**src/hdl/usiPkg.sv**
```systemverilog
//------------------------------------------------
// USI register bus shared definitions
// Bus widths, block map, host opcodes and the
// register offsets of the peripherals
//------------------------------------------------
`default_nettype none

package usiPkg;

	// Bus widths
	localparam int USI_DATA_BITS = 32;
	localparam int USI_ADRS_BITS = 16;

	typedef logic [USI_DATA_BITS-1:0] usiDataT;
	typedef logic [USI_ADRS_BITS-1:0] usiAdrsT;

	// Block map, upper address byte
	typedef enum logic [7:0] {
		BLK_GPIO = 8'h01,
		BLK_PWM  = 8'h02
	} blockIdE;

	// Host command opcodes
	typedef enum logic [7:0] {
		CMD_WRITE = 8'h57,
		CMD_READ  = 8'h52
	} cmdOpE;

	// Reply bytes to the host
	localparam logic [7:0] ACK_BYTE = 8'h4B;
	localparam logic [7:0] ERR_BYTE = 8'h45;

	// Register offsets, lower address byte
	localparam logic [7:0] GPIO_LED_REG = 8'h00;
	localparam logic [7:0] GPIO_DIV_REG = 8'h04;
	localparam logic [7:0] PWM_DUTY_REG = 8'h00;

endpackage

`default_nettype wire

```
**src/hdl/uartPhy.sv**
```systemverilog
//------------------------------------------------
// Serial line PHY, 8N1 framing
// Receiver with mid-bit sampling and a
// ten-bit frame transmitter
//------------------------------------------------
`timescale 1ns/10ps
`default_nettype none

module uartPhy #(
	parameter int pClksPerBit = 16
)(
	input  logic       sysClk,
	input  logic       rstN,
	input  logic       rx,
	output logic       tx,
	output logic [7:0] rxByte,
	output logic       rxValid,
	input  logic [7:0] txByte,
	input  logic       txStart,
	output logic       txReady
);

localparam int CNT_BITS = $clog2(pClksPerBit + 1);
localparam logic [CNT_BITS-1:0] FULL_CNT = CNT_BITS'(pClksPerBit - 1);
localparam logic [CNT_BITS-1:0] HALF_CNT = CNT_BITS'(pClksPerBit / 2 - 1);

typedef enum logic [1:0] {RX_IDLE, RX_START, RX_DATA, RX_STOP} rxStateE;
typedef enum logic {TX_IDLE, TX_SHIFT} txStateE;

//------------------------------------------------
// Receiver
//------------------------------------------------
rxStateE               rxState;
logic [1:0]            rxSync;
logic [CNT_BITS-1:0]   rxClkCnt;
logic [2:0]            rxBitCnt;
logic [7:0]            rxShift;

// Shift register holds the byte, LSB arrives first
assign rxByte = rxShift;

always_ff @(posedge sysClk)
begin
	// Two-stage synchronizer, idle high
	if (!rstN)
		rxSync <= 2'b11;
	else
		rxSync <= {rxSync[0], rx};
end

always_ff @(posedge sysClk)
begin
	if (!rstN)
	begin
		rxState  <= RX_IDLE;
		rxClkCnt <= '0;
		rxBitCnt <= '0;
		rxValid  <= 1'b0;
	end
	else
	begin
		rxValid <= 1'b0;
		case (rxState)
			RX_IDLE:
			begin
				rxClkCnt <= '0;
				// Falling edge may be a start bit
				if (!rxSync[1])
					rxState <= RX_START;
			end
			RX_START:
			begin
				if (rxClkCnt == HALF_CNT)
				begin
					rxClkCnt <= '0;
					rxBitCnt <= '0;
					// Glitch check at mid start bit
					rxState  <= rxSync[1] ? RX_IDLE : RX_DATA;
				end
				else
					rxClkCnt <= rxClkCnt + 1'b1;
			end
			RX_DATA:
			begin
				if (rxClkCnt == FULL_CNT)
				begin
					rxClkCnt <= '0;
					rxShift  <= {rxSync[1], rxShift[7:1]};
					if (rxBitCnt == 3'd7)
						rxState <= RX_STOP;
					else
						rxBitCnt <= rxBitCnt + 1'b1;
				end
				else
					rxClkCnt <= rxClkCnt + 1'b1;
			end
			default:
			begin
				// Mid stop bit, byte is complete
				if (rxClkCnt == FULL_CNT)
				begin
					rxValid <= 1'b1;
					rxState <= RX_IDLE;
				end
				else
					rxClkCnt <= rxClkCnt + 1'b1;
			end
		endcase
	end
end

//------------------------------------------------
// Transmitter
//------------------------------------------------
txStateE               txState;
logic [CNT_BITS-1:0]   txClkCnt;
logic [3:0]            txBitCnt;
logic [9:0]            txShift;

assign tx      = txShift[0];
assign txReady = (txState == TX_IDLE);

always_ff @(posedge sysClk)
begin
	if (!rstN)
	begin
		txState  <= TX_IDLE;
		txClkCnt <= '0;
		txBitCnt <= '0;
		txShift  <= '1;
	end
	else if (txState == TX_IDLE)
	begin
		txClkCnt <= '0;
		txBitCnt <= '0;
		if (txStart)
		begin
			// Stop, data LSB first, start
			txShift <= {1'b1, txByte, 1'b0};
			txState <= TX_SHIFT;
		end
	end
	else if (txClkCnt == FULL_CNT)
	begin
		txClkCnt <= '0;
		// Ones refill behind, line stays idle high
		txShift  <= {1'b1, txShift[9:1]};
		if (txBitCnt == 4'd9)
			txState <= TX_IDLE;
		else
			txBitCnt <= txBitCnt + 1'b1;
	end
	else
		txClkCnt <= txClkCnt + 1'b1;
end

endmodule

`default_nettype wire

```
**src/hdl/usiCommandMaster.sv**
```systemverilog
//------------------------------------------------
// USI command master
// Parses host frames from the serial PHY, runs
// one bus access per frame and sends the reply
//------------------------------------------------
`timescale 1ns/10ps
`default_nettype none

module usiCommandMaster (
	input  logic           sysClk,
	input  logic           rstN,
	input  logic [7:0]     rxByte,
	input  logic           rxValid,
	output logic [7:0]     txByte,
	output logic           txStart,
	input  logic           txReady,
	output usiPkg::usiAdrsT usiAdrs,
	output usiPkg::usiDataT usiWd,
	output logic           usiWCke,
	output logic           usiRCke,
	input  usiPkg::usiDataT usiRd,
	input  logic           usiVd
);

import usiPkg::*;

typedef enum logic [2:0] {
	S_OPCODE, S_ADRS, S_DATA, S_WAIT, S_REPLY, S_DRAIN
} frameStateE;

frameStateE state;
cmdOpE      cmdOp;
logic [1:0] byteCnt;
// Reply bytes left minus one
logic [1:0] replyCnt;
usiDataT    replyData;

always_ff @(posedge sysClk)
begin
	if (!rstN)
	begin
		state    <= S_OPCODE;
		byteCnt  <= '0;
		replyCnt <= '0;
		txStart  <= 1'b0;
		usiWCke  <= 1'b0;
		usiRCke  <= 1'b0;
	end
	else
	begin
		// Strobes are single-cycle pulses
		txStart <= 1'b0;
		usiWCke <= 1'b0;
		usiRCke <= 1'b0;
		case (state)
			S_OPCODE:
			begin
				byteCnt <= '0;
				if (rxValid)
				begin
					cmdOp <= cmdOpE'(rxByte);
					if (rxByte == CMD_WRITE || rxByte == CMD_READ)
						state <= S_ADRS;
					else
					begin
						// Unknown opcode, reject at once
						replyData <= {ERR_BYTE, 24'h0};
						replyCnt  <= 2'd0;
						state     <= S_REPLY;
					end
				end
			end
			S_ADRS:
			begin
				if (rxValid)
				begin
					usiAdrs <= {usiAdrs[USI_ADRS_BITS-9:0], rxByte};
					byteCnt <= byteCnt + 1'b1;
					if (byteCnt == 2'd1)
					begin
						byteCnt <= '0;
						if (cmdOp == CMD_READ)
						begin
							usiRCke <= 1'b1;
							state   <= S_WAIT;
						end
						else
							state <= S_DATA;
					end
				end
			end
			S_DATA:
			begin
				if (rxValid)
				begin
					usiWd   <= {usiWd[USI_DATA_BITS-9:0], rxByte};
					byteCnt <= byteCnt + 1'b1;
					// Last data byte lands with the write strobe
					if (byteCnt == 2'd3)
					begin
						usiWCke   <= 1'b1;
						replyData <= {ACK_BYTE, 24'h0};
						replyCnt  <= 2'd0;
						state     <= S_REPLY;
					end
				end
			end
			S_WAIT:
			begin
				if (usiVd)
				begin
					replyData <= usiRd;
					replyCnt  <= 2'd3;
					state     <= S_REPLY;
				end
			end
			S_REPLY:
			begin
				// txReady lags txStart by one cycle
				if (txReady && !txStart)
				begin
					txStart   <= 1'b1;
					txByte    <= replyData[USI_DATA_BITS-1 -: 8];
					replyData <= {replyData[USI_DATA_BITS-9:0], 8'h00};
					replyCnt  <= replyCnt - 1'b1;
					if (replyCnt == 2'd0)
						state <= S_DRAIN;
				end
			end
			default:
			begin
				// Hold off new frames until the last byte is out
				if (txReady && !txStart)
					state <= S_OPCODE;
			end
		endcase
	end
end

endmodule

`default_nettype wire

```
**src/hdl/usiBus.sv**
```systemverilog
//------------------------------------------------
// USI bus block decode
// Routes master strobes by the upper address
// byte and registers the returned read data
//------------------------------------------------
`timescale 1ns/10ps
`default_nettype none

module usiBus (
	input  logic            sysClk,
	input  logic            rstN,
	input  usiPkg::usiAdrsT usiAdrs,
	input  usiPkg::usiDataT usiWd,
	input  logic            usiWCke,
	input  logic            usiRCke,
	output usiPkg::usiDataT usiRd,
	output logic            usiVd,
	output logic [7:0]      regAdrs,
	output usiPkg::usiDataT regWd,
	output logic            gpioWCke,
	output logic            gpioRCke,
	output logic            pwmWCke,
	output logic            pwmRCke,
	input  usiPkg::usiDataT gpioRd,
	input  logic            gpioVd,
	input  usiPkg::usiDataT pwmRd,
	input  logic            pwmVd
);

import usiPkg::*;

blockIdE blkId;
logic    gpioSel;
logic    pwmSel;
// Read to an unmapped block in flight
logic    unmappedRd;

//------------------------------------------------
// Block decode and strobe fan-out
//------------------------------------------------
assign blkId   = blockIdE'(usiAdrs[USI_ADRS_BITS-1 -: 8]);
assign gpioSel = (blkId == BLK_GPIO);
assign pwmSel  = (blkId == BLK_PWM);

assign gpioWCke = usiWCke & gpioSel;
assign gpioRCke = usiRCke & gpioSel;
assign pwmWCke  = usiWCke & pwmSel;
assign pwmRCke  = usiRCke & pwmSel;

// Register offset and data shared by all slaves
assign regAdrs = usiAdrs[7:0];
assign regWd   = usiWd;

//------------------------------------------------
// Read return, one register stage
//------------------------------------------------
always_ff @(posedge sysClk)
begin
	if (!rstN)
	begin
		unmappedRd <= 1'b0;
		usiVd      <= 1'b0;
	end
	else
	begin
		// Stands in for the missing slave's vd
		unmappedRd <= usiRCke & ~gpioSel & ~pwmSel;
		usiVd      <= gpioVd | pwmVd | unmappedRd;
	end
end

always_ff @(posedge sysClk)
begin
	if (gpioVd)
		usiRd <= gpioRd;
	else if (pwmVd)
		usiRd <= pwmRd;
	else
		usiRd <= '0;
end

endmodule

`default_nettype wire

```
**src/hdl/gpioBlock.sv**
```systemverilog
//------------------------------------------------
// GPIO block
// Status LED register and a blink clock with a
// programmable divisor
//------------------------------------------------
`timescale 1ns/10ps
`default_nettype none

module gpioBlock #(
	parameter int pDivBits = 16
)(
	input  logic            sysClk,
	input  logic            rstN,
	input  logic [7:0]      adrs,
	input  usiPkg::usiDataT wd,
	input  logic            wCke,
	input  logic            rCke,
	output usiPkg::usiDataT rd,
	output logic            vd,
	output logic [1:0]      ledEdge,
	output logic            ledClk
);

import usiPkg::*;

logic [1:0]          ledReg;
logic [pDivBits-1:0] divReg;
logic [pDivBits-1:0] divCnt;

assign ledEdge = ledReg;

// Register writes
always_ff @(posedge sysClk)
begin
	if (!rstN)
	begin
		ledReg <= '0;
		divReg <= '0;
	end
	else if (wCke)
	begin
		if (adrs == GPIO_LED_REG)
			ledReg <= wd[1:0];
		if (adrs == GPIO_DIV_REG)
			divReg <= wd[pDivBits-1:0];
	end
end

//------------------------------------------------
// Blink clock, half period of divisor plus one
//------------------------------------------------
always_ff @(posedge sysClk)
begin
	if (!rstN || divReg == '0)
	begin
		divCnt <= '0;
		ledClk <= 1'b0;
	end
	else if (divCnt >= divReg)
	begin
		// Also catches a divisor lowered mid-count
		divCnt <= '0;
		ledClk <= ~ledClk;
	end
	else
		divCnt <= divCnt + 1'b1;
end

// Read back, one cycle after rCke
always_ff @(posedge sysClk)
begin
	if (!rstN)
		vd <= 1'b0;
	else
		vd <= rCke;
end

always_ff @(posedge sysClk)
begin
	case (adrs)
		GPIO_LED_REG: rd <= usiDataT'(ledReg);
		GPIO_DIV_REG: rd <= usiDataT'(divReg);
		default:      rd <= '0;
	endcase
end

endmodule

`default_nettype wire

```
**src/hdl/pwmBlock.sv**
```systemverilog
//------------------------------------------------
// PWM block for the display backlight
// 8-bit duty over a 256-cycle period
//------------------------------------------------
`timescale 1ns/10ps
`default_nettype none

module pwmBlock (
	input  logic            sysClk,
	input  logic            rstN,
	input  logic [7:0]      adrs,
	input  usiPkg::usiDataT wd,
	input  logic            wCke,
	input  logic            rCke,
	output usiPkg::usiDataT rd,
	output logic            vd,
	output logic            backLight
);

import usiPkg::*;

logic [7:0] dutyReg;
// Free-running, wraps every 256 cycles
logic [7:0] pwmCnt;

always_ff @(posedge sysClk)
begin
	if (!rstN)
	begin
		dutyReg   <= '0;
		pwmCnt    <= '0;
		backLight <= 1'b0;
		vd        <= 1'b0;
	end
	else
	begin
		if (wCke && adrs == PWM_DUTY_REG)
			dutyReg <= wd[7:0];
		pwmCnt    <= pwmCnt + 1'b1;
		// Duty of zero never goes high
		backLight <= (pwmCnt < dutyReg);
		vd        <= rCke;
	end
end

// Read data, valid with vd
always_ff @(posedge sysClk)
begin
	if (adrs == PWM_DUTY_REG)
		rd <= usiDataT'(dutyReg);
	else
		rd <= '0;
end

endmodule

`default_nettype wire

```
**src/hdl/processor.sv**
```systemverilog
//------------------------------------------------
// Display SoC control plane
// Host serial commands drive the USI bus with
// the GPIO and backlight PWM peripherals
//------------------------------------------------
`timescale 1ns/10ps
`default_nettype none

module processor #(
	parameter int pClksPerBit = 16
)(
	input  logic       sysClk,
	input  logic       rstN,
	input  logic       uartRx,
	output logic       uartTx,
	output logic [1:0] ledEdge,
	output logic       ledClk,
	output logic       backLight
);

// PHY to master
logic [7:0] rxByte;
logic       rxValid;
logic [7:0] txByte;
logic       txStart;
logic       txReady;

// Master side of the bus
usiPkg::usiAdrsT usiAdrs;
usiPkg::usiDataT usiWd;
usiPkg::usiDataT usiRd;
logic            usiWCke;
logic            usiRCke;
logic            usiVd;

// Slave side of the bus
logic [7:0]      regAdrs;
usiPkg::usiDataT regWd;
usiPkg::usiDataT gpioRd;
usiPkg::usiDataT pwmRd;
logic            gpioWCke;
logic            gpioRCke;
logic            gpioVd;
logic            pwmWCke;
logic            pwmRCke;
logic            pwmVd;

//------------------------------------------------
// Host link
//------------------------------------------------
uartPhy #(
	.pClksPerBit (pClksPerBit)
) uartPhyInst (
	.sysClk  (sysClk),
	.rstN    (rstN),
	.rx      (uartRx),
	.tx      (uartTx),
	.rxByte  (rxByte),
	.rxValid (rxValid),
	.txByte  (txByte),
	.txStart (txStart),
	.txReady (txReady)
);

usiCommandMaster masterInst (
	.sysClk  (sysClk),
	.rstN    (rstN),
	.rxByte  (rxByte),
	.rxValid (rxValid),
	.txByte  (txByte),
	.txStart (txStart),
	.txReady (txReady),
	.usiAdrs (usiAdrs),
	.usiWd   (usiWd),
	.usiWCke (usiWCke),
	.usiRCke (usiRCke),
	.usiRd   (usiRd),
	.usiVd   (usiVd)
);

//------------------------------------------------
// USI bus and peripherals
//------------------------------------------------
usiBus busInst (
	.sysClk   (sysClk),
	.rstN     (rstN),
	.usiAdrs  (usiAdrs),
	.usiWd    (usiWd),
	.usiWCke  (usiWCke),
	.usiRCke  (usiRCke),
	.usiRd    (usiRd),
	.usiVd    (usiVd),
	.regAdrs  (regAdrs),
	.regWd    (regWd),
	.gpioWCke (gpioWCke),
	.gpioRCke (gpioRCke),
	.pwmWCke  (pwmWCke),
	.pwmRCke  (pwmRCke),
	.gpioRd   (gpioRd),
	.gpioVd   (gpioVd),
	.pwmRd    (pwmRd),
	.pwmVd    (pwmVd)
);

gpioBlock #(
	.pDivBits (16)
) gpioInst (
	.sysClk  (sysClk),
	.rstN    (rstN),
	.adrs    (regAdrs),
	.wd      (regWd),
	.wCke    (gpioWCke),
	.rCke    (gpioRCke),
	.rd      (gpioRd),
	.vd      (gpioVd),
	.ledEdge (ledEdge),
	.ledClk  (ledClk)
);

pwmBlock pwmInst (
	.sysClk    (sysClk),
	.rstN      (rstN),
	.adrs      (regAdrs),
	.wd        (regWd),
	.wCke      (pwmWCke),
	.rCke      (pwmRCke),
	.rd        (pwmRd),
	.vd        (pwmVd),
	.backLight (backLight)
);

endmodule

`default_nettype wire

```
**config.mk**
```make
export PLATFORM = sky130hd
export DESIGN_NAME = processor
export DESIGN_NICKNAME = d
export VERILOG_FILES = /design/src/hdl/usiPkg.sv /design/src/hdl/uartPhy.sv /design/src/hdl/usiCommandMaster.sv /design/src/hdl/usiBus.sv /design/src/hdl/gpioBlock.sv /design/src/hdl/pwmBlock.sv /design/src/hdl/processor.sv
export SDC_FILE = /design/constraint.sdc
export NUM_CORES = 1
export LEC_CHECK = 0
export ABC_CLOCK_PERIOD_IN_PS = 7900
export BUFFER_PORTS_ARGS = -buffer_cell sky130_fd_sc_hd__clkbuf_2
export CORE_MARGIN = 2
export CORE_UTILIZATION = 30
export CTS_BUF_LIST = sky130_fd_sc_hd__clkbuf_8
export DETAILED_ROUTE_END_ITERATION = 10
export PLACE_DENSITY = 0.46
export SLEW_MARGIN = 40
export SYNTH_ARGS = -nofsm -noshare
export SYNTH_HDL_FRONTEND = slang
export SYNTH_SLANG_ARGS = --single-unit
```
**constraint.sdc**
```tcl
create_clock -name sysClk -period 7.9 [get_ports sysClk]
set_clock_uncertainty 0.15 [all_clocks]
set_input_delay 1.185 -clock sysClk [delete_from_list [all_inputs] [get_ports sysClk]]
set_output_delay 1.185 -clock sysClk [all_outputs]
set_load 0.02 [all_outputs]
```
; ---- Word-level counts from Yosys, hierarchy flattened
; Cells that the tools add are included.
[word_totals]
output_inout_bits = 5
register_bits = 267
[op_classes]
reduce_logical = 38
bitwise = 14
mux = 59
n_addsub = 8
n_eq_ne = 35
magnitude_cmp = 2
[ops]
columns = cell, n
row1 = 32-bit two-way mux, 8
row2 = 32-bit case mux with 4 select lines, 1
row3 = 3-bit two-way mux, 13
row4 = 16-bit case mux with 2 select lines, 1
row5 = 10-bit two-way mux, 3
row6 = 2-bit two-way mux, 15
row7 = 8-bit by 7-bit == test with 1-bit output (second input constant), 3
row8 = 3-bit AND reduction, 6
row9 = 16-bit by 1-bit adder with 16-bit output (second input constant), 1
row10 = 16-bit >= comparator, 1
row11 = 16-bit logical NOT, 1
row12 = 2-bit by 1-bit inequality test with 1-bit output (second input constant), 8
row13 = 5-bit two-way mux, 3
row14 = 3-bit case mux with 5 select lines, 1
row15 = 5-bit case mux with 3 select lines, 1
row16 = 2-bit inequality test (second input constant), 7
row17 = 2-bit case mux with 3 select lines, 2
row18 = 2-bit AND reduction, 6
row19 = 5-bit by 1-bit adder with 5-bit output (second input constant), 2
row20 = 5-bit by 4-bit == test with 1-bit output (second input constant), 2
row21 = 1-bit two-way mux, 9
row22 = 9-bit AND reduction, 1
row23 = 8-bit by 1-bit adder with 8-bit output (second input constant), 1
row24 = 8-bit by 1-bit == test with 1-bit output (second input constant), 1
row25 = 37 further kinds, 59

; ---- Logic depth before layout (Yosys ltp)
; Gate-level depths: netlist of the first run.
[depth]
depth_word = 5
mapped_depth = 10
depth_no_buf = 9

; ---- Modules after synthesis
; From an unflattened synthesis of the first run, not the netlist that was laid out.
[unflattened]
cells_unflattened = 961
hier_area_um2 = 10894.2
[by_module_without_submodules]
columns = mod, seq_area_each_um2, area_each_um2, cells_per_inst, instances
row1 = usiCommandMaster, 3083.0, 3996.3, 231, 1
row2 = gpioBlock, 1041.0, 2463.6, 277, 1
row3 = uartPhy, 880.8, 1770.4, 185, 1
row4 = usiBus, 680.7, 1396.3, 129, 1
row5 = pwmBlock, 520.5, 1267.5, 139, 1

; ---- Worst setup path after synthesis of the first run
; OpenSTA, ideal clock, no wires.
[synth_path]
path_kind = input to register
start = in rstN
end = reg masterInst.replyData[0] (enable)
path_stages = 3
path_slack_ns = 4.511
arrival_ns = 2.818
setup_time_ns = 0.421
path_cell_list = inv_2 clkbuf_1 nor2_1
[synth_via]
elab_chain_len = 1
[synth_lines]
columns = item, line
row1 = from (decl), processor.sv:13  ; input logic rstN,
row2 = 8-bit AND reduction (no source line), n/a
row3 = to (signal assigned), usiCommandMaster.sv:67  ; replyData <= {ERR_BYTE, 24'h0};
row4 = to (signal assigned), usiCommandMaster.sv:102  ; replyData <= {ACK_BYTE, 24'h0};
row5 = to (signal assigned), usiCommandMaster.sv:112  ; replyData <= usiRd;
row6 = to (decl), usiCommandMaster.sv:36  ; usiDataT replyData;
; No other way between the ends.
; A chain may end at the register's enable or synchronous reset.

; ---- Worst setup path in the final report of the first run
[layout_path]
start = reg masterInst.usiAdrs[5]
end = reg gpioInst.divReg[5]
[layout_via]
elab_chain_len = 2
[layout_lines]
columns = item, line
row1 = from (decl), usiCommandMaster.sv:17  ; output usiPkg::usiAdrsT usiAdrs,
row2 = from (signal assigned), usiCommandMaster.sv:77  ; usiAdrs <= {usiAdrs[USI_ADRS_BITS-9:0], rxByte};
row3 = 8-bit by 3-bit == test with 1-bit output, gpioBlock.sv:44  ; if (adrs == GPIO_DIV_REG)
row4 = 2-bit AND reduction (no source line), n/a
row5 = to (signal assigned), gpioBlock.sv:45  ; divReg <= wd[pDivBits-1:0];
row6 = to (decl), gpioBlock.sv:27  ; logic [pDivBits-1:0] divReg;
; No other way between the ends.

==> results of run 1 <==
[flip-flops by register name (all words and copies together) (netlist names), 3 cells and up]
name / flops
busInst.usiRd: 16
gpioInst.divCnt: 16
gpioInst.divReg: 16
gpioInst.rd: 16
masterInst.cmdOp: 8
masterInst.replyData: 32
masterInst.state: 3
masterInst.txByte: 8
masterInst.usiAdrs: 16
masterInst.usiWd: 16
pwmInst.dutyReg: 8
pwmInst.pwmCnt: 8
pwmInst.rd: 8
uartPhyInst.rxBitCnt: 3
uartPhyInst.rxByte: 8
uartPhyInst.rxClkCnt: 5
uartPhyInst.txBitCnt: 4
uartPhyInst.txClkCnt: 5
uartPhyInst.txShift: 9
[cells by family after synthesis]
group / count (synthesis) / share of synthesized area, %
simple gates: 287 / 16.4
fa+ha+maj: 38 / 5.34
mux: 34 / 3.82
xor+xnor: 27 / 2.66
buf+inv: 73 / 3.46
flops: 226 / 60.7
compound gates: 97 / 7.55
[metrics by stage]
stage	area, um^2	instances	util [%]
3_5_place_dp	9350	1158	31.8
6_report	10200	1232	34.6
3_3_place_gp	9350	1158	31.8
4_1_cts	10200	1232	34.6
2_1_floorplan	8900	782	-
5_1_grt	10200	1232	34.6
[worst min path at each step]
stage,start,endpoint,slack (ns),cells after the start
floorplan,uartPhyInst.rxSync[0],uartPhyInst.rxSync[1],0.24,1
global placement,uartPhyInst.rxSync[0],uartPhyInst.rxSync[1],0.24,1
detailed placement,uartPhyInst.rxSync[0],uartPhyInst.rxSync[1],0.24,1
CTS,uartPhyInst.rxSync[0],uartPhyInst.rxSync[1],0.26,1
global route,masterInst.replyData[25],masterInst.txByte[1],0.27,0
finish,uartPhyInst.rxSync[0],uartPhyInst.rxSync[1],0.25,1
[cell usage in the layout, fill, tap and decap left out, types with 15 or more instances in the layout]
master	synthesis	final
nand3_1	24	24
o21ai_0	19	19
ha_1	38	38
nor2_1	100	99
edfxtp_1	88	88
nand2_1	47	47
xor2_1	19	19
and2_1	24	24
and3_1	28	28
inv_1	43	59
mux2i_1	34	34
a21oi_1	25	25
dfxtp_1	138	138
a22o_1	15	15
clkbuf_8	0	47
[layout make-up]
| type | count | area, um^2 | area share, % |
|---|---|---|---|
| clock buffers | 47 | 647 | 6.36 |
| multi-input cells | 483 | 3190 | 31.4 |
| flip-flops and latches | 226 | 5410 | 53.2 |
| repair buffers | 15 | 95.1 | 0.936 |
| clock inverters | 27 | 171 | 1.69 |
| well taps | 390 | 488 | 4.80 |
| inverters | 44 | 165 | 1.62 |
[worst max-delay path: stages (launching register included)]
cell      delay (ns)
edfxtp_1        0.40
nor4_2          0.44
and3_1          0.63
nor4b_4         0.30
buf_4           0.34
mux2i_1         0.24
nor2_1          0.05
[where the power goes]
| group | switching, uW | internal (uW) | leakage, uW | total [uW] |
|---|---|---|---|---|
| clock network | 478 | 610 | 0.000474 | 1090 |
| registers | 13.5 | 1230 | 0.00191 | 1240 |
| logic | 47.9 | 28.7 | 0.00130 | 76.6 |
[per-layer routing]
layer	wire length, um	part of all wire (%)	vias to the layer above
met5	0	0	-
met4	390	2.2	0
met3	646	3.7	31
met2	7700	44	69
met1	8810	50	2555
li1	-	-	2807
==> metrics.csv, run 1 <==
stage;metric;value;unit
run_status;status;finished, final reports clean;
worst_setup_path;cp-end-kind;flop;
sta;finalSetupViolations;0;
placement;place_ws;4.61;ns
global_route;use_met2;18.1;%
cts;path_clk_slew;0.06;ns
placement;dp_hpwl;11500;um
detailed_routing;drt_iter0_drc;212;
cts;worst_skew_pair.late_latency;0.54;ns
cts;clk_path_buf_depth;3;
synth;yosysMostFrequentCell;dfxtp_1;
placement;routabilityCongestion;0.699;
worst_setup_path;cp-endpoint;gpioInst.divReg[5];
finish;final_layout_size_suffix_gt1_share;10.2;%
sta;worst_pin_slew;0.662;ns
sta;hold_violations;0;
sta;period_share;34.2;%
global_route;grt_first_pass_wirelength;29000;um
cts;holdBufCountCts;0;
global_route;grt_pass1_vias;5462;
pwr;p_per_area;237;mW/mm^2
sta;setup_tns;0;ns
worst_setup_path;r2r-start;masterInst.usiAdrs[5];
pwr;p_leak;0.00368;uW
synth;ys_warn_count;0;
worst_setup_path;critPathArrivalTime;2.96;ns
synth;async_flop_share;0;%
synth;synth_area_leaders;dfxtp_1 (31%), edfxtp_1 (30%), ha_1 (5.3%);
finish;fillers;2968;
worst_setup_path;r2r-end;gpioInst.divReg[5];
global_route;grt_usage;11.7;%
floorplan;rows;63;
detailed_routing;routed_wl;17500;um
global_route;grt_antenna_before_repair;0;
floorplan;dieHeight;176;um
global_route;grt_max_degree;55;
detailed_routing;via_count;5462;
worst_setup_path;r2r_cells;6;
sta;whs;0.252;ns
sta;slew_viol_final;0;
cts;cts_tree;done;
detailed_routing;avgRoutedWirePerCell;14.2;um
floorplan;core_area;0.0294;mm^2
job;cap_violations;0;
synth;syn_area;0.00890;mm^2
cts;post_cts_buffers;0;
detailed_routing;vias_per_cell;4.43;
synth;synthTopCellsByCount;dfxtp_1 (138), nor2_1 (100), edfxtp_1 (88), nand2_1 (47), inv_1 (43);
sta;fmax;370;MHz
worst_setup_path;required;8.16;ns
cts;clkSinkCount;226;
sta;rsz0062_at_grt;no;
synth;synth-seq-cells;226;
sta;fin_crit;2.70;ns
cts;cts_resized;0;
synth;synth_cell_type_count;64;
floorplan;pin_count;8;
worst_setup_path;crit_path_start_kind;flop;
global_route;top_usage_layer;met2;
finish;fin_nets;851;
synth;synth_cells;782;
detailed_routing;ant_nets;0;
pwr;power;2410;uW
floorplan;die-area;0.0311;mm^2
floorplan;start_util;30.3;%
cts;cts_buffers;40;
pwr;ir_drop;0.000123;V
hold_path;hp-class;flop to flop;
finish;syn_to_final_growth;14.2;%
synth;synth_top_area_share;31.0;%
synth;synth_nets;823;
synth;synth.largest_area_cell;dfxtp_1;
worst_setup_path;path_class;flop to flop;
placement;portBuffers;7;
global_route;grt_overflow;0;
synth;yosysSeqAreaShare;60.7;%
cts;ctsRootBufferMaster;clkbuf_8;
global_route;met1_usage;16.1;%
global_route;use_met3;2.71;%
finish;antenna_cells;0;
worst_setup_path;crit_fanout;17;
worst_setup_path;rrSetupSlack;5.20;ns
synth;synth_edf_count;88;
detailed_routing;drt-pass1-iter-count;4;
worst_setup_path;critPathLaunch;masterInst.usiAdrs[5];
cts;htree_levels;2;
synth;postSynthAreaPerCell;11.4;um^2
sta;relSlewSlack;55.2;%
sta;setup_ws;5.20;ns
synth;ys_dominant_reg_cell;dfxtp_1;
detailed_routing;route.detailed.drc;0;
floorplan;die_w;176;um
(Power assumes the default switching activity.)
==> run 2, diff against run 1 <==
--- a/config.mk
+++ b/config.mk
@@ -5,7 +5,7 @@
 export SDC_FILE = /design/constraint.sdc
 export NUM_CORES = 1
 export LEC_CHECK = 0
-export ABC_CLOCK_PERIOD_IN_PS = 7900
+export ABC_CLOCK_PERIOD_IN_PS = 2600
 export BUFFER_PORTS_ARGS = -buffer_cell sky130_fd_sc_hd__clkbuf_2
 export CORE_MARGIN = 2
 export CORE_UTILIZATION = 30
==> constraint.sdc (replaced) <==
create_clock -name sysClk -period 2.6 [get_ports sysClk]
set_clock_uncertainty 0.15 [all_clocks]
set_input_delay 0.39 -clock sysClk [delete_from_list [all_inputs] [get_ports sysClk]]
set_output_delay 0.39 -clock sysClk [all_outputs]
set_load 0.02 [all_outputs]
==> run 2 against run 1 <==
Against the previous run: flip-flop and latch count did not move; maximum frequency rose by 13%; largest power group unchanged; sequential share of layout area fell by 1.0 points; total power rose to 3.0 times the previous value; critical endpoint is now gpioInst.divCnt[2].
==> metrics.csv, run 2 (synthesized netlist as in run 1, its figures left out) <==
stage;metric;value;unit
run_status;status;finished, final reports clean;
finish;final_core_util;35.3;%
placement;dp_hpwl;12000;um
pwr;p_leak;0.00380;uW
pwr;power;7270;uW
finish;final_common_cell;dfxtp_1;
finish;final_layout_size_suffix_gt1_share;13.0;%
cts;cts_buffers;42;
hold_path;worstHoldStart;rstN;
pwr;power_frac_seq;51.7;%
detailed_routing;drt-pass1-iter-count;4;
cts;cts_tree;done;
pwr;power.share.clock;45.1;%
placement;routabilityCongestion;0.747;
worst_setup_path;crit_path_start_kind;flop;
finish;most-common-layout-cells;dfxtp_1 (138), nor2_1 (99), edfxtp_1 (88), inv_1 (54), clkbuf_8 (48);
floorplan;core_area;0.0294;mm^2
worst_setup_path;crit_chain;inv_1 -> ha_1 -> nand4_1 -> nor3_1 -> or4b_1 -> nand3b_1 -> buf_4 -> nor2_1;
cts;clkSinkCount;226;
floorplan;dieHeight;176;um
placement;place_ws;0.209;ns
floorplan;die-area;0.0311;mm^2
floorplan;rows;63;
cts;post_cts_buffers;0;
global_route;grt_max_degree;45;
pwr;p_per_area;701;mW/mm^2
floorplan;start_util;30.3;%
sta;setup_ws;0.201;ns
worst_setup_path;r2r-end;gpioInst.divCnt[2];
finish;top_register;masterInst.replyData;
detailed_routing;vias_per_cell;4.42;
sta;setup_tns;0;ns
finish;antenna_cells;0;
global_route;grt_antenna_before_repair;0;
hold_path;holdPathEnd;uartPhyInst.rxSync[0];
pwr;power_switching_share;22.7;%
sta;fin_crit;2.40;ns
hold_path;hp-class;input pin to flop;
sta;finalSetupViolations;0;
detailed_routing;routed_wl;17800;um
detailed_routing;drt_iter0_drc;228;
placement;dp_cells;1180;
cts;clk_path_buf_depth;3;
worst_setup_path;critPathArrivalTime;2.69;ns
finish;syn_to_final_growth;16.5;%
sta;period_share;92.3;%
worst_setup_path;critPathLaunch;gpioInst.divReg[15];
cts;ctsRootBufferMaster;clkbuf_8;
worst_setup_path;cp-end-kind;flop;
worst_setup_path;required;2.89;ns
worst_setup_path;critical-path-max-stage-delay;0.54;ns
finish;fin_nets;876;
global_route;grt_pass1_vias;5509;
hold_path;worstHoldPathCells;2;
floorplan;die_w;176;um
finish;multi_input_comb_area;0.00320;mm^2
sta;rsz0062_at_grt;no;
worst_setup_path;path_class;flop to flop;
finish;instances_no_fill;1259;
detailed_routing;avgRoutedWirePerCell;14.1;um
worst_setup_path;crit_buf_inv;2;
cts;path_clk_slew;0.06;ns
pwr;combPwrFrac;3.3;%
detailed_routing;route.detailed.drc;0;
sta;relSlewSlack;64.8;%
global_route;grt_overflow;0;
job;cap_violations;0;
worst_setup_path;crit_fanout;16;
placement;portBuffers;7;
floorplan;pin_count;8;
worst_setup_path;rrSetupSlack;0.20;ns
pwr;internal_power;5620;uW
worst_setup_path;r2r_cells;8;
global_route;grt_usage;11.8;%
global_route;grt_first_pass_wirelength;29100;um
sta;hold_violations;0;
worst_setup_path;slowest_stage;or4b_1;
cts;htree_levels;2;
cts;worst_skew_pair.late_latency;0.55;ns
worst_setup_path;r2r-start;gpioInst.divReg[15];
sta;worst_pin_slew;0.524;ns
sta;slew_viol_final;0;
worst_setup_path;crit_family;simple AND/OR/NAND/NOR gates;
detailed_routing;ant_nets;0;
finish;fillers;2985;
finish;largest_reg_flops;32;
finish;seq_area;0.00541;mm^2
detailed_routing;via_count;5566;
pwr;ir_drop;0.000352;V
sta;fmax;417;MHz
pwr;p_switching;1650;uW
[run 2: area by class of cell]
class / count / share of cell area [%]
Clock inverter: 30 / 1.51
Tap cell: 390 / 4.71
Timing Repair Buffer: 38 / 2.85
Clock buffer: 48 / 6.37
Multi-Input combinational cell: 483 / 30.8
Inverter: 44 / 1.59
Sequential cell: 226 / 52.1
[run 2: worst max path at each step]
stage / slack [ns] / endpoint / cells past startpoint
after global placement: 0.28 / uartPhyInst.rxBitCnt[0] / 9
final: 0.20 / gpioInst.divCnt[2] / 8
after global routing: 0.05 / gpioInst.divCnt[12] / 8
after CTS: 0.19 / uartPhyInst.rxBitCnt[0] / 9
after floorplan: 0.04 / masterInst.replyData[0] / 5
after detailed placement: 0.21 / gpioInst.divCnt[15] / 8
[run 2: repair_timing]
action,4_1_cts,5_1_grt
hold buffers,1,0
endpoints found under the hold margin,1,0
setup endpoints to repair,0,1
gates resized for setup,0,1
[run 2: metrics by stage]
step / hold slack [ns] / area (um^2)
2_1_floorplan: 0.236 / 8900
3_3_place_gp: 0.252 / 9540
3_5_place_dp: 0.257 / 9540
4_1_cts: 0.0647 / 10400
5_1_grt: 0.0744 / 10400
6_report: 0.0798 / 10400
[run 2: power groups by stage]
stage / Sequential, uW / Clock (uW) / Combinational [uW]
finish: 3760 / 3280 / 237
global route: 3760 / 3580 / 270
CTS: 3750 / 3410 / 242
detailed placement: 3830 / 0 / 238
global placement: 3830 / 0 / 238
floorplan: 3840 / 0 / 185
[run 2: worst register-to-register path, delay by kind of cell, from the launching register on]
| family | cells | cell delay (ns) |
|---|---|---|
| fa+ha+maj | 1 | 0.31 |
| buf+inv | 2 | 0.29 |
| flops | 1 | 0.39 |
| simple gates | 5 | 1.15 |
[run 2: metal layers]
metal	track usage, %	share of wire, %	routed length [um]	up-vias
li1	-	-	-	2863
met1	15.4	48	8550	2606
met2	19.1	46	8200	63
met3	2.91	3.5	629	34
met4	4.20	2.3	402	0
met5	0	0	0	-
==> run 3, diff against run 2 <==
--- a/config.mk
+++ b/config.mk
@@ -7,7 +7,7 @@
 export LEC_CHECK = 0
 export ABC_CLOCK_PERIOD_IN_PS = 2600
 export BUFFER_PORTS_ARGS = -buffer_cell sky130_fd_sc_hd__clkbuf_2
-export CORE_MARGIN = 2
+export CORE_MARGIN = 8
 export CORE_UTILIZATION = 30
 export CTS_BUF_LIST = sky130_fd_sc_hd__clkbuf_8
 export DETAILED_ROUTE_END_ITERATION = 10
==> run 3 against run 2 <==
Against the previous run: critical path depth is 2 lower; via count is 0.14% higher; worst hold slack better by 0.064 ns; total power is 1.5% higher; die area is 14% higher; non-clock buffer count is 4 higher; flip-flop and latch count stayed put; core utilization is 0.25 points higher; largest cell class unchanged.
==> metrics.csv, run 3 (synthesized netlist as in run 1, its figures left out) <==
stage;metric;value;unit
detailed_routing;routed_wl;17600;um
cts;ctsRootBufferMaster;clkbuf_8;
detailed_routing;topRoutingLayerUsed;met4;
global_route;grt_overflow;0;
finish;syn_to_final_growth;17.3;%
detailed_routing;via_count;5574;
finish;final_core_util;35.5;%
worst_setup_path;crit_path_start_kind;flop;
floorplan;core_area;0.0294;mm^2
hold_path;worstHoldPathCells;3;
sta;fmax;426;MHz
worst_setup_path;critPathArrivalTime;2.47;ns
run_status;status;finished, final reports clean;
global_route;grt_pass1_vias;5572;
detailed_routing;ant_nets;0;
placement;routabilityCongestion;0.750;
cts;clk_path_buf_depth;3;
cts;cts_tree;done;
pwr;p_per_area;707;mW/mm^2
detailed_routing;wl_met2;7890;um
sta;relSlewSlack;63.6;%
detailed_routing;route.detailed.drc;0;
placement;dp_hpwl;11900;um
sta;finalSetupViolations;0;
cts;path_clk_slew;0.06;ns
placement;dp_cells;1184;
sta;hold_violations;0;
pwr;ir_drop;0.000271;V
cts;worst_skew_pair.late_latency;0.54;ns
detailed_routing;avgRoutedWirePerCell;14.0;um
detailed_routing;wl_met1;8740;um
worst_setup_path;required;2.72;ns
finish;fin_nets;879;
pwr;p_leak;0.00386;uW
floorplan;rows;63;
finish;instances_no_fill;1260;
floorplan;die_w;188;um
global_route;grt_max_degree;45;
sta;setup_tns;0;ns
worst_setup_path;path_class;flop to flop;
finish;largest_reg_flops;32;
cts;clkSinkCount;226;
floorplan;dieHeight;188;um
sta;rsz0062_at_grt;no;
job;cap_violations;0;
finish;final_common_cell;dfxtp_1;
sta;slew_viol_final;0;
sta;period_share;90.2;%
detailed_routing;wl_met3;592;um
cts;htree_levels;2;
floorplan;start_util;30.3;%
sta;worst_pin_slew;0.544;ns
pwr;power;7380;uW
worst_setup_path;cp-end-kind;flop;
sta;whs;0.144;ns
global_route;grt_first_pass_wirelength;29000;um
finish;final_layout_size_suffix_gt1_share;13.1;%
detailed_routing;drt_iter0_drc;201;
floorplan;pin_count;8;
global_route;grt_antenna_before_repair;0;
worst_setup_path;r2r_cells;6;
hold_path;hp-class;input pin to flop;
cts;post_cts_buffers;0;
global_route;grt_usage;9.98;%
finish;antenna_cells;0;
sta;fin_crit;2.34;ns
floorplan;die-area;0.0354;mm^2
cts;cts_buffers;41;
placement;portBuffers;7;
detailed_routing;vias_per_cell;4.42;
detailed_routing;drt-pass1-iter-count;5;
worst_setup_path;crit_fanout;32;
finish;most-common-layout-cells;dfxtp_1 (138), nor2_1 (99), edfxtp_1 (88), inv_1 (61), clkbuf_8 (50);
finish;top_register;masterInst.replyData;
[run 3: repair_timing]
action                                  in CTS  in global routing
gates resized for setup                      0                  1
hold endpoints to repair                     1                  0
endpoints found under the setup margin       0                  1
hold buffers                                 1                  0
[run 3: report_power, final]
group | internal [uW] | switching [uW] | total [uW] | leakage [uW]
clock | 1940 | 1450 | 3390 | 0.000499
sequential | 3730 | 25.1 | 3750 | 0.00191
combinational | 97.2 | 145 | 242 | 0.00145
total | 5770 | 1620 | 7380 | 0.00386
[run 3: worst max-delay path: stages (launching register included)]
cell	delay (ns)
edfxtp_1	0.46
nor4bb_1	0.43
nand4b_1	0.29
o311ai_1	0.32
buf_4	0.19
nor2_2	0.05
buf_12	0.19
[run 3: worst paths after layout]
kind                             from                        to  slack (ns)
max             uartPhyInst.rxByte[5]  masterInst.replyData[25]        0.26
min                              rstN       masterInst.state[0]        0.14
max reg2reg     uartPhyInst.rxByte[5]  masterInst.replyData[25]        0.26
min reg2reg  masterInst.replyData[25]      masterInst.txByte[1]        0.26
[run 3: layer usage]
layer  track usage, %  up-vias
li1                 -     2868
met1             12.9     2598
met2             15.9       70
met3             2.35       38
met4             3.88        0
met5                0        -
[run 3: final cells by class]
type | instances | area (um^2)
clock buffers | 50 | 688
clock inverters | 25 | 159
fillers | 2936 | 19000
inverters | 44 | 165
multi-input cells | 483 | 3200
flip-flops and latches | 226 | 5410
well taps | 390 | 488
repair buffers | 42 | 338
[run 3: stage by stage]
stage,instance area [um^2],worst slack (ns)
4_1_cts,10400,0.194
2_1_floorplan,8900,0.0410
3_5_place_dp,9580,0.222
5_1_grt,10400,0.0725
6_report,10400,0.255
3_3_place_gp,9580,0.218
